[src/design/cpu_consts.svh]
`ifndef CPU_CONSTS_SVH
`define CPU_CONSTS_SVH

// data path width in bits
`define WORD 32

// number of architectural registers
`define REG_COUNT 16

// register index width, log2 of REG_COUNT
`define ADDR_WIDTH 4

// register 15 holds the program counter, it is not stored in the RAM
`define PC_REG (`ADDR_WIDTH'(15))

`endif

[src/design/reg_pkg.sv]
`default_nettype none

`include "cpu_consts.svh"

package reg_pkg;

    // one data word
    typedef logic [`WORD-1:0] word_t;

    // register index
    typedef logic [`ADDR_WIDTH-1:0] reg_addr_t;

    // write port record, from the execute stage back into the register file
    typedef struct packed {
        logic      enable;
        reg_addr_t addr;
        word_t     data;
    } reg_write_t;

endpackage

`default_nettype wire

[src/design/op_pkg.sv]
`default_nettype none

package op_pkg;

    import reg_pkg::*;

    // ALU operations
    typedef enum logic [2:0] {
        ADD = 3'd0,
        SUB = 3'd1,
        AND = 3'd2,
        ORR = 3'd3,
        EOR = 3'd4,
        MOV = 3'd5
    } alu_op_e;

    // one instruction as it enters the core
    typedef struct packed {
        logic      valid;
        alu_op_e   op;
        reg_addr_t rd;
        reg_addr_t rn;
        reg_addr_t rm;
        // operand 2 comes from imm instead of rm
        logic      use_imm;
        word_t     imm;
        word_t     pc;
    } issue_t;

    // one completed instruction
    typedef struct packed {
        logic      valid;
        reg_addr_t rd;
        word_t     data;
    } retire_t;

endpackage

`default_nettype wire

[src/design/alu_stage.sv]
`timescale 1ns/1ps
`default_nettype none

`include "cpu_consts.svh"

module alu_stage
    import reg_pkg::*;
    import op_pkg::*;
(
    input  wire logic   clk_i,
    input  wire logic   rst_i,
    input  wire issue_t issue_i,
    input  wire word_t  reg_data_1_i,
    input  wire word_t  reg_data_2_i,
    output reg_write_t  write_o,
    output retire_t     retire_o
);

    issue_t  issue_q;
    retire_t retire_q;

    word_t op_n;
    word_t op_m;
    word_t op_2;
    word_t result;

    // previous result still in flight, newer than anything the register file holds
    function automatic logic bypass_hit(input reg_addr_t addr, input retire_t prev);
        return prev.valid && (prev.rd == addr) && (addr != `PC_REG);
    endfunction

    always_ff @(posedge clk_i) begin
        issue_q <= issue_i;
        if (rst_i) begin
            issue_q.valid <= 1'b0;
        end
    end

    always_comb begin
        op_n = bypass_hit(issue_q.rn, retire_q) ? retire_q.data : reg_data_1_i;
        op_m = bypass_hit(issue_q.rm, retire_q) ? retire_q.data : reg_data_2_i;
        op_2 = issue_q.use_imm ? issue_q.imm : op_m;
    end

    always_comb begin
        case (issue_q.op)
            ADD:     result = op_n + op_2;
            SUB:     result = op_n - op_2;
            AND:     result = op_n & op_2;
            ORR:     result = op_n | op_2;
            EOR:     result = op_n ^ op_2;
            default: result = op_2;
        endcase
    end

    always_ff @(posedge clk_i) begin
        retire_q.valid <= issue_q.valid;
        retire_q.rd    <= issue_q.rd;
        retire_q.data  <= result;
        if (rst_i) begin
            retire_q.valid <= 1'b0;
        end
    end

    // results for the PC are reported only
    assign write_o.enable = retire_q.valid && (retire_q.rd != `PC_REG);
    assign write_o.addr   = retire_q.rd;
    assign write_o.data   = retire_q.data;
    assign retire_o       = retire_q;

    // undefined encodings would silently fall into the MOV branch
    legal_op: assert property (
        @(posedge clk_i) disable iff (rst_i)
        issue_i.valid |-> (issue_i.op inside {ADD, SUB, AND, ORR, EOR, MOV})
    ) else $error("issued instruction carries an undefined ALU operation");

endmodule

`default_nettype wire

[src/design/clocked_reg_file.sv]
`timescale 1ns/1ps
`default_nettype none

`include "cpu_consts.svh"

module clocked_reg_file
    import reg_pkg::*;
(
    input  wire logic       clk_i,
    input  wire reg_addr_t  read_addr_1_i,
    input  wire reg_addr_t  read_addr_2_i,
    input  wire reg_write_t write_i,
    input  wire word_t      program_counter_i,
    output      word_t      reg_data_1_o,
    output      word_t      reg_data_2_o,
    output      word_t      program_counter_o
);

    // state held for one cycle alongside the RAM read
    reg_addr_t  stored_read_1_addr;
    reg_addr_t  stored_read_2_addr;
    reg_write_t stored_write;
    word_t      stored_pc;

    word_t ram_data_1;
    word_t ram_data_2;

    // pick PC, forwarded write-back or RAM data for one operand
    function automatic word_t select_operand(
        input reg_addr_t  addr,
        input word_t      ram_data,
        input reg_write_t wr,
        input word_t      pc
    );
        word_t operand;
        if (addr == `PC_REG) begin
            operand = pc;
        end else if (wr.enable && (wr.addr == addr)) begin
            operand = wr.data;
        end else begin
            operand = ram_data;
        end
        return operand;
    endfunction

    reg_ram reg_ram_inst (
        .clk_i       (clk_i),
        .rd_addr_1_i (read_addr_1_i),
        .rd_addr_2_i (read_addr_2_i),
        .write_i     (write_i),
        .rd_data_1_o (ram_data_1),
        .rd_data_2_o (ram_data_2)
    );

    always_ff @(posedge clk_i) begin
        stored_read_1_addr <= read_addr_1_i;
        stored_read_2_addr <= read_addr_2_i;
        stored_write       <= write_i;
        stored_pc          <= program_counter_i;
    end

    always_comb begin
        reg_data_1_o = select_operand(stored_read_1_addr, ram_data_1, stored_write, stored_pc);
        reg_data_2_o = select_operand(stored_read_2_addr, ram_data_2, stored_write, stored_pc);
    end

    assign program_counter_o = stored_pc;

endmodule

`default_nettype wire

[src/design/exec_core.sv]
`timescale 1ns/1ps
`default_nettype none

module exec_core
    import reg_pkg::*;
    import op_pkg::*;
(
    input  wire logic    clk_i,
    input  wire logic    rst_i,
    input  wire issue_t  issue_i,
    output      retire_t retire_o
);

    // write-back path from the ALU stage into the register file
    reg_write_t write_back;

    // operands, valid one cycle after issue
    word_t reg_data_1;
    word_t reg_data_2;

    clocked_reg_file clocked_reg_file_inst (
        .clk_i             (clk_i),
        .read_addr_1_i     (issue_i.rn),
        .read_addr_2_i     (issue_i.rm),
        .write_i           (write_back),
        .program_counter_i (issue_i.pc),
        .reg_data_1_o      (reg_data_1),
        .reg_data_2_o      (reg_data_2),
        .program_counter_o ()
    );

    alu_stage alu_stage_inst (
        .clk_i        (clk_i),
        .rst_i        (rst_i),
        .issue_i      (issue_i),
        .reg_data_1_i (reg_data_1),
        .reg_data_2_i (reg_data_2),
        .write_o      (write_back),
        .retire_o     (retire_o)
    );

endmodule

`default_nettype wire

[src/design/reg_ram.sv]
`timescale 1ns/1ps
`default_nettype none

`include "cpu_consts.svh"

module reg_ram
    import reg_pkg::*;
(
    input  wire logic       clk_i,
    input  wire reg_addr_t  rd_addr_1_i,
    input  wire reg_addr_t  rd_addr_2_i,
    input  wire reg_write_t write_i,
    output      word_t      rd_data_1_o,
    output      word_t      rd_data_2_o
);

    word_t mem [`REG_COUNT];

    always_ff @(posedge clk_i) begin
        if (write_i.enable) begin
            mem[write_i.addr] <= write_i.data;
        end
    end

    // registered reads see the old contents on a same-cycle write
    always_ff @(posedge clk_i) begin
        rd_data_1_o <= mem[rd_addr_1_i];
        rd_data_2_o <= mem[rd_addr_2_i];
    end

    // the PC lives outside the array, the execute stage must filter these writes
    pc_never_written: assert property (
        @(posedge clk_i) write_i.enable |-> (write_i.addr != `PC_REG)
    ) else $error("write to the PC register reached the register RAM");

endmodule

`default_nettype wire

[config.mk]
export PLATFORM = sky130hd
export DESIGN_NAME = exec_core
export DESIGN_NICKNAME = d
export VERILOG_FILES = /design/src/design/reg_pkg.sv /design/src/design/op_pkg.sv /design/src/design/alu_stage.sv /design/src/design/clocked_reg_file.sv /design/src/design/exec_core.sv /design/src/design/reg_ram.sv
export VERILOG_INCLUDE_DIRS = /design/src /design/src/design
export SDC_FILE = /design/constraint.sdc
export NUM_CORES = 1
export LEC_CHECK = 0
export ABC_AREA = 0
export BUFFER_PORTS_ARGS = -buffer_cell sky130_fd_sc_hd__buf_2
export CORE_ASPECT_RATIO = 0.8
export CORE_MARGIN = 2
export CORE_UTILIZATION = 40
export DETAILED_ROUTE_END_ITERATION = 12
export GPL_TIMING_DRIVEN = 1
export PLACE_DENSITY = 0.56
export SYNTH_ARGS = -nofsm -noshare
export SYNTH_HDL_FRONTEND = slang
export SYNTH_SLANG_ARGS = --single-unit
[constraint.sdc]
create_clock -name clk_i -period 6.7 [get_ports clk_i]
set_clock_uncertainty 0.05 [all_clocks]
set_input_delay 0.335 -clock clk_i [delete_from_list [all_inputs] [get_ports clk_i]]
set_output_delay 0.335 -clock clk_i [all_outputs]
set_load 0.05 [all_outputs]
---- After elaboration in Yosys (flattened, before gate mapping) ----
Memory sizes are Yosys's and may differ from the RTL's. A register that Yosys moved wholly into a read port is not among the register bits.
Index checks and enable logic that the tools add are counted.
word-level totals
  output and inout bits ................... 37
  bits in registers ....................... 155
  memory bits (writable) .................. 512
  logic and storage cells ................. 51
  input bits .............................. 83
  memories ................................ 1
memories
  memory                                  words  bits a word  rd ports  clocked after Yosys merged registers in  write ports  line           RTL
  clocked_reg_file_inst.reg_ram_inst.mem  16     32           2         2                                        1            reg_ram.sv:17  word_t mem [`REG_COUNT];
cells by class
  reduce and logical (&&, ||, !) cells .... 8
  equal/unequal tests ..................... 13
  bitwise gates (word level) .............. 3
  add/sub/neg operators ................... 2
  multiplexer cells ....................... 10
operators with widths
  kind                number
  $mux 32             7
  $pmux 32 s5         1
  $add 32x32->32      1
  $and 32x32->32      1
  $or 32x32->32       1
  $sub 32x32->32      1
  $xor 32x32->32      1
  $eq 4x4->1          4
  $ne 4x4->1 const B  3
  $eq 4x4->1 const B  2
  $logic_and 1x1->1   7
  $eq 3x2->1 const B  2
  $eq 3x1->1 const B  1
  $eq 3x3->1 const B  1
  $logic_not 3->1     1
  $mux 1              2

---- Logic depth before layout (Yosys ltp) ----
  depth in word-level cells ............... 8
  gate-level depth with buffers ........... 29
  gate-level depth less buffers ........... 25

---- By module ----
From an unflattened synthesis, not the netlist that was laid out.
unflattened totals
  cells, all modules ...................... 2654
  area, all modules ....................... 36296.1 sq um
modules (own cells, without submodules)
  module            instances  cells an instance  seq. area each (sq um)  area each (sq um)
  reg_ram           1          1141               16656.0                 24188.2
  alu_stage         1          1044               1721.7                  8100.3
  clocked_reg_file  1          469                1541.5                  4007.6

---- Worst setup path before layout ----
OpenSTA, ideal clock, no wires.
  path type ............................... register -> register
  from .................................... register alu_stage_inst.retire_q (netlist bit alu_stage_inst.retire_o[36])
  to ...................................... register alu_stage_inst.retire_q (netlist bit alu_stage_inst.retire_o[31])
  period minus slack after synthesis ...... 5.740 ns
  cell stages (with the launch flop) ...... 26
  data required time ...................... 6.522 ns
  data arrival time ....................... 5.562 ns
  path slack .............................. 0.960 ns
  library setup time ...................... 0.128 ns
  buffers on the path ..................... 4
  path through ............................ dfxtp_1 > and4_4 > and2_4 > buf_6 > buf_6 > buf_6 > buf_2 > nor2_1 > nor2_1 > o21ai_0 > ha_1 > nand4b_1 > nor4_2 > a31oi_1 > xnor2_1 > ha_1 > and4_1 > a221o_1 > o31ai_1 > nor2_1 > or4_1 > a31oi_2 > nor2_1 > a32o_1 > a21oi_1 > o211ai_2
on the way
  cells in the longest elaborated chain, start to end .. 6
  elaborated cells on any way between the ends .. 13
  classes of those cells .................. add/sub: 2; mux: 4; bitwise: 3; reduce/logical: 4
RTL lines
  element                                       line             RTL
  from (decl)                                   alu_stage.sv:20  retire_t retire_q;
  $logic_and 1x1->1 (2 in series)               alu_stage.sv:29  return prev.valid && (prev.rd == addr) && (addr != `PC_REG);
  $mux 32                                       alu_stage.sv:41  op_m = bypass_hit(issue_q.rm, retire_q) ? retire_q.data : reg_data_2_i;
  $mux 32                                       alu_stage.sv:42  op_2 = issue_q.use_imm ? issue_q.imm : op_m;
  $sub 32x32->32, or another cell as far along  alu_stage.sv:48  SUB: result = op_n - op_2;
  $pmux 32 s5 (*)                               alu_stage.sv:46  case (issue_q.op)
  via alu_stage_inst.result[31]                 alu_stage.sv:25  word_t result;
The timed path passes the listed nets; every way through them passes the cells marked *.
A chain may end at the register's enable or synchronous reset.

---- Final worst setup path ----
  from .................................... register alu_stage_inst.issue_q[66] (netlist bit)
  to ...................................... register alu_stage_inst.retire_q (netlist bit alu_stage_inst.retire_o[31])
on the way
  cells in the longest elaborated chain, start to end .. 8
  elaborated cells on any way between the ends .. 17
  classes of those cells .................. add/sub: 2; eq/ne: 4; mux: 5; bitwise: 3; reduce/logical: 3
RTL lines
  element                                       line             RTL
  from (decl)                                   alu_stage.sv:19  issue_t issue_q;
  from (signal assigned)                        alu_stage.sv:33  issue_q <= issue_i;
  $eq 4x4->1                                    --
  $logic_and 1x1->1                             --
  $mux 32 (2 in series)                         --
  $mux 32 (*)                                   alu_stage.sv:41
  $mux 32 (*)                                   alu_stage.sv:42
  $sub 32x32->32, or another cell as far along  alu_stage.sv:48
  $pmux 32 s5 (*)                               alu_stage.sv:46
  via alu_stage_inst.result[31]                 alu_stage.sv:25
Marks and branches as above.

==> results summary <==
The initial antenna violation count came to 6. STA classifies the critical path endpoint as a flip-flop. The number of placed I/O pins came out at 120.

The number of DRC violations after detailed-routing iteration 0 came out at approximately 2300. The post-route fraction of the period consumed by the critical path is 0.912. The dominant register cell in the synthesized netlist is edfxtp_1. After synthesis, the largest family of logic cells by area is multiplexers.

The mean area per synthesized cell is 15.3 µm². The adder-cell share of the synthesized area is 0.0355. The net count reported at finish is 2646. Setup violations remaining at the end of the flow were counted as 0. Counting I/O delays and the setup requirement, the final critical path takes between 6000 and 7000 ps. The run finished with clean final reports. The total number of cells along the worst setup path is 23. TritonCTS built the clock tree.

The area overhead of the layout relative to synthesis is 15.3%. At the worst endpoint, the required time is 7170 ps. The detailed-placement wirelength estimate is between 60000 and 70000 µm.

The power density normalized to cell area is between 200 and 300 nW/µm². The clock share of power is 0.377. The most numerous cell type found on the critical path is a31oi_1. The number of sinks driven by the clock tree came out at around 730.

The worst slew margin relative to its limit is 0.304. Derived from the worst setup path, the maximum achievable clock frequency is 164 MHz. Ranked by instance count, the synthesized netlist is headed by 512 x edfxtp_1, 320 x mux4_2, 219 x dfxtp_1.

The path class of the tightest hold or removal check is in -> reg. The length in cells of the worst reg-to-reg path is 23. The type of origin of the critical path is a flip-flop. The proportion of netlist area held by the largest area contributor came out at 0.442. The final global-route overflow total is 0.

The number of buffers inserted to repair setup after CTS is 0. The detail-routed via count per cell is 5.91. The wire length per cell after detailed routing came out at about 27 µm. The layer flagged by global routing as most heavily used is met2.

The share of total power dissipated in combinational logic is 0.157. The H-tree level count is 3. The routing usage on met1 is 0.324. The combined buffer and inverter count along the critical path came out at 1.

The compound-cell area share of the yosys netlist came out at 0.0796. Across every metal layer, demand over resource in global routing totals 0.225. In this run the critical register-to-register path is launched from alu_stage_inst.issue_q[66]. The signal on the critical path passes through xnor2_1 > nand2_1 > o21ai_0 > a31oi_1 > nand2_1 > a31oi_1 > inv_1 > ha_1 > nand4b_1 > nor4_2 > a31oi_1 > xnor2_1 > ha_1 > and4_1 > a221o_1 > o31ai_2 > nor2_1 > or4_1 > a31oi_2 > nor2_1 > a32o_1 > a21oi_1 > o211ai_2. The setup path with the least slack is of type reg -> reg. The slew at the pin closest to its max-slew limit came out at 1040 ps. edfxtp_1 is the most common cell in the netlist. The total inserted antenna cells is 0. The number of buffers added by the clock tree synthesis step came out at 77. The arrival time reported for the critical path endpoint is about 6600 ps. The global-route wire length before repair is ~150000 µm. Yosys attributes the largest share of cell area to edfxtp_1 44%, mux4_2 21%, dfxtp_1 13%, ha_1 3.5%, xnor2_1 1.5%. The total vias in the final route came out at around 22000. The number of maximum-capacitance violations came out at 0. The synthesized netlist contains 77 unique library cells. The layout has between 7000 and 8000 filler cells. The number of max-slew violations in the final report is 0. Following the worst setup path forward leads to its endpoint at alu_stage_inst.retire_o[31].

The slowest stage of the critical path is the nor4_2 cell. The launch instance of the worst min-delay path is issue_i[65]. The register share of total power came out at 0.466. The congestion estimate from routability-driven global placement came to ~0.83.

The post-synthesis cell count came out at around 2300. For the final routed database, the setup TNS stands at 0 ps. For this run, the register share of the synthesized area comes to 0.568. Broken down by cell family, the worst path's largest delay share belongs to compound AO/OA/AOI/OAI gates. The number of global-route vias before repair was 21800.

Input and output buffers added on the ports amount to around 120. After clock tree synthesis, the clock-pin slew on the worst setup and hold paths is around 60 ps. For this run, global-route usage on met2 was measured as 0.345. After synthesis the netlist holds a flip-flop and latch count of approximately 730. Setup repair after global routing left no endpoint under its margin.

After floorplanning, the core was sized to cover between 80000 and 90000 µm². The proportion of total power due to net switching came out at 0.274. The first detailed-routing pass took 6 iterations.

In this run the worst setup path begins at alu_stage_inst.issue_q[66]. In this design, the stage delay of the slowest critical-path cell is ~530 ps. The biggest area contributor in the post-synthesis netlist is edfxtp_1.

The count of flip-flops with a built-in enable after synthesis came out at roughly 510. The switching power summed over all nets came out at ~3.2 mW. Counting along the longest clock path gives a buffer depth of 3.

The reported leakage power came out at approximately 14 nW. The reg-to-reg setup timing slack is 590 ps. Internal power comes to about 8.5 mW. In the final layout, the share of cells above drive strength 1 is 0.272. Of the total synthesized cell area, the portion taken by XOR and XNOR cells is 0.0181. The cell area after synthesis came out at roughly 35000 µm². The count of standard-cell rows is between 90 and 100.

After routing the design area is 40100 µm². The die span in x is between 300 and 400 µm. The worst-case vdd ir drop is roughly 0.15 mV. The share of synthesized flip-flops with an asynchronous set or reset is 0.

The worst register-to-register path ends at alu_stage_inst.retire_o[31]. CTS placed an instance of clkbuf_16 at the clock tree root. The hold violation count in the final report came out at 0.

The starting utilization of the core area is 0.405. The number of design rule violations left after detail routing is 0. In this run the cell area measured after placement is roughly 37000 µm². The die covers roughly 89000 µm².

The mux share of post-synthesis cell area came out at 0.217. The later pin in the worst-skew pair is clocked with a latency of about 650 ps. The y dimension of the die came out at 268 µm. For this run, the number of Yosys warnings is 0.

The simple-gate share of the synthesized area came out at 0.0478. The largest fanout on the critical path came out at 16. The met3 usage in global routing came out at 0.0481. Entering global routing, the biggest net connects 98 pins. The final routed wirelength across all metal layers is 99900 µm. The remaining number of nets flagged by the antenna check after routing is 0.
## sequential cells by signal (all words and copies together), names as in the netlist
register,flops
alu_stage_inst.issue_q,49
alu_stage_inst.retire_o,37
clocked_reg_file_inst.program_counter_o,32
clocked_reg_file_inst.reg_ram_inst.mem,512
clocked_reg_file_inst.reg_ram_inst.rd_data_1_o,32
clocked_reg_file_inst.reg_ram_inst.rd_data_2_o,32
clocked_reg_file_inst.stored_write,37
## logic make-up (layout without fill, tap and decap cells)
| kind of cell | Yosys count | in the layout |
|---|---|---|
| DFF | 731 | 731 |
| AOI/OAI and AO/OA | 410 | 410 |
| muxes | 352 | 352 |
| and+or+nand+nor | 349 | 349 |
| buffers and inverters | 264 | 485 |
| adders and majority gates | 98 | 98 |
| xor gates and xnor gates | 72 | 72 |
| other | 1 | 32 |
## cell usage in the layout (no fill, tap or decap), drive strengths merged, types with 18 or more instances in the layout
cell type    netlist  routed
a211oi            40      40
buf               79     189
conb               1      32
a22oi             28      28
a21oi            104     104
nand3             25      25
xnor2             59      59
a21o              25      25
a31oi             27      27
and2              22      22
clkinv             0      19
edfxtp           512     512
clkbuf           108     112
dlygate4sd3        0      74
nor2             126     126
o21ai             52      52
nor3              18      18
dfxtp            219     219
mux4             320     320
mux2i             32      32
inv               77      79
ha                97      97
nand2             95      95
o21a              36      36
o22ai             32      32
## repair_timing
| item | in CTS | in global routing |
|---|---|---|
| endpoints found under the setup margin | 0 | 2 |
| hold endpoints to repair | 74 | 0 |
| hold buffers | 74 | 0 |
| gates resized for setup | 0 | 1 |
## metal layers
| layer | share of wire | wire length [µm] |
|---|---|---|
| met1 | 0.44 | 43700 |
| met3 | 0.082 | 8180 |
| met2 | 0.46 | 45600 |
| met4 | 0.024 | 2370 |
| met5 | 0 | 0 |
## how the worst min path moves through the flow
stage	endpoint	slack, ps	depth (start not counted)
3_5_place_dp	alu_stage_inst.retire_o[35]	340	0
4_1_cts	clocked_reg_file_inst.program_counter_o[1]	240	2
6_report	alu_stage_inst.issue_q[65]	280	1
2_1_floorplan	alu_stage_inst.retire_o[32]	260	0
3_3_place_gp	alu_stage_inst.retire_o[35]	340	0
5_1_grt	alu_stage_inst.issue_q[72]	250	2
## through the flow
step | cells | power (mW) | utilization | hold slack (ps) | setup slack, ps
final | 3656 | 11.7 | 0.467 | 276 | 593
after global routing | 3656 | 12.1 | 0.467 | 254 | 114
after CTS | 3656 | 11.8 | 0.467 | 243 | 436
after detailed placement | 3439 | 7.31 | 0.427 | 340 | 469
after global placement | 3439 | 7.28 | 0.427 | 343 | 596
after floorplan | 2308 | 6.71 | - | 260 | 960
## power groups by stage
stage               clock network, mW  registers (mW)  logic (mW)
floorplan                           0            5.45        1.26
global placement                    0            5.52        1.76
detailed placement                  0            5.53        1.78
CTS                              4.50            5.43        1.82
global route                     4.67            5.46        1.98
finish                           4.41            5.44        1.83
## cell type report
type,instances,area (µm²),share of cell area
clock inverter,33,413,0.0103
sequential,731,19800,0.493
tap,1127,1410,0.0352
inverter,77,289,0.00721
timing repair buffer,265,1930,0.0482
clock buffer,110,2220,0.0553
multi-input combinational,1313,14100,0.351
Note: power is estimated with default switching activity, not from simulation.
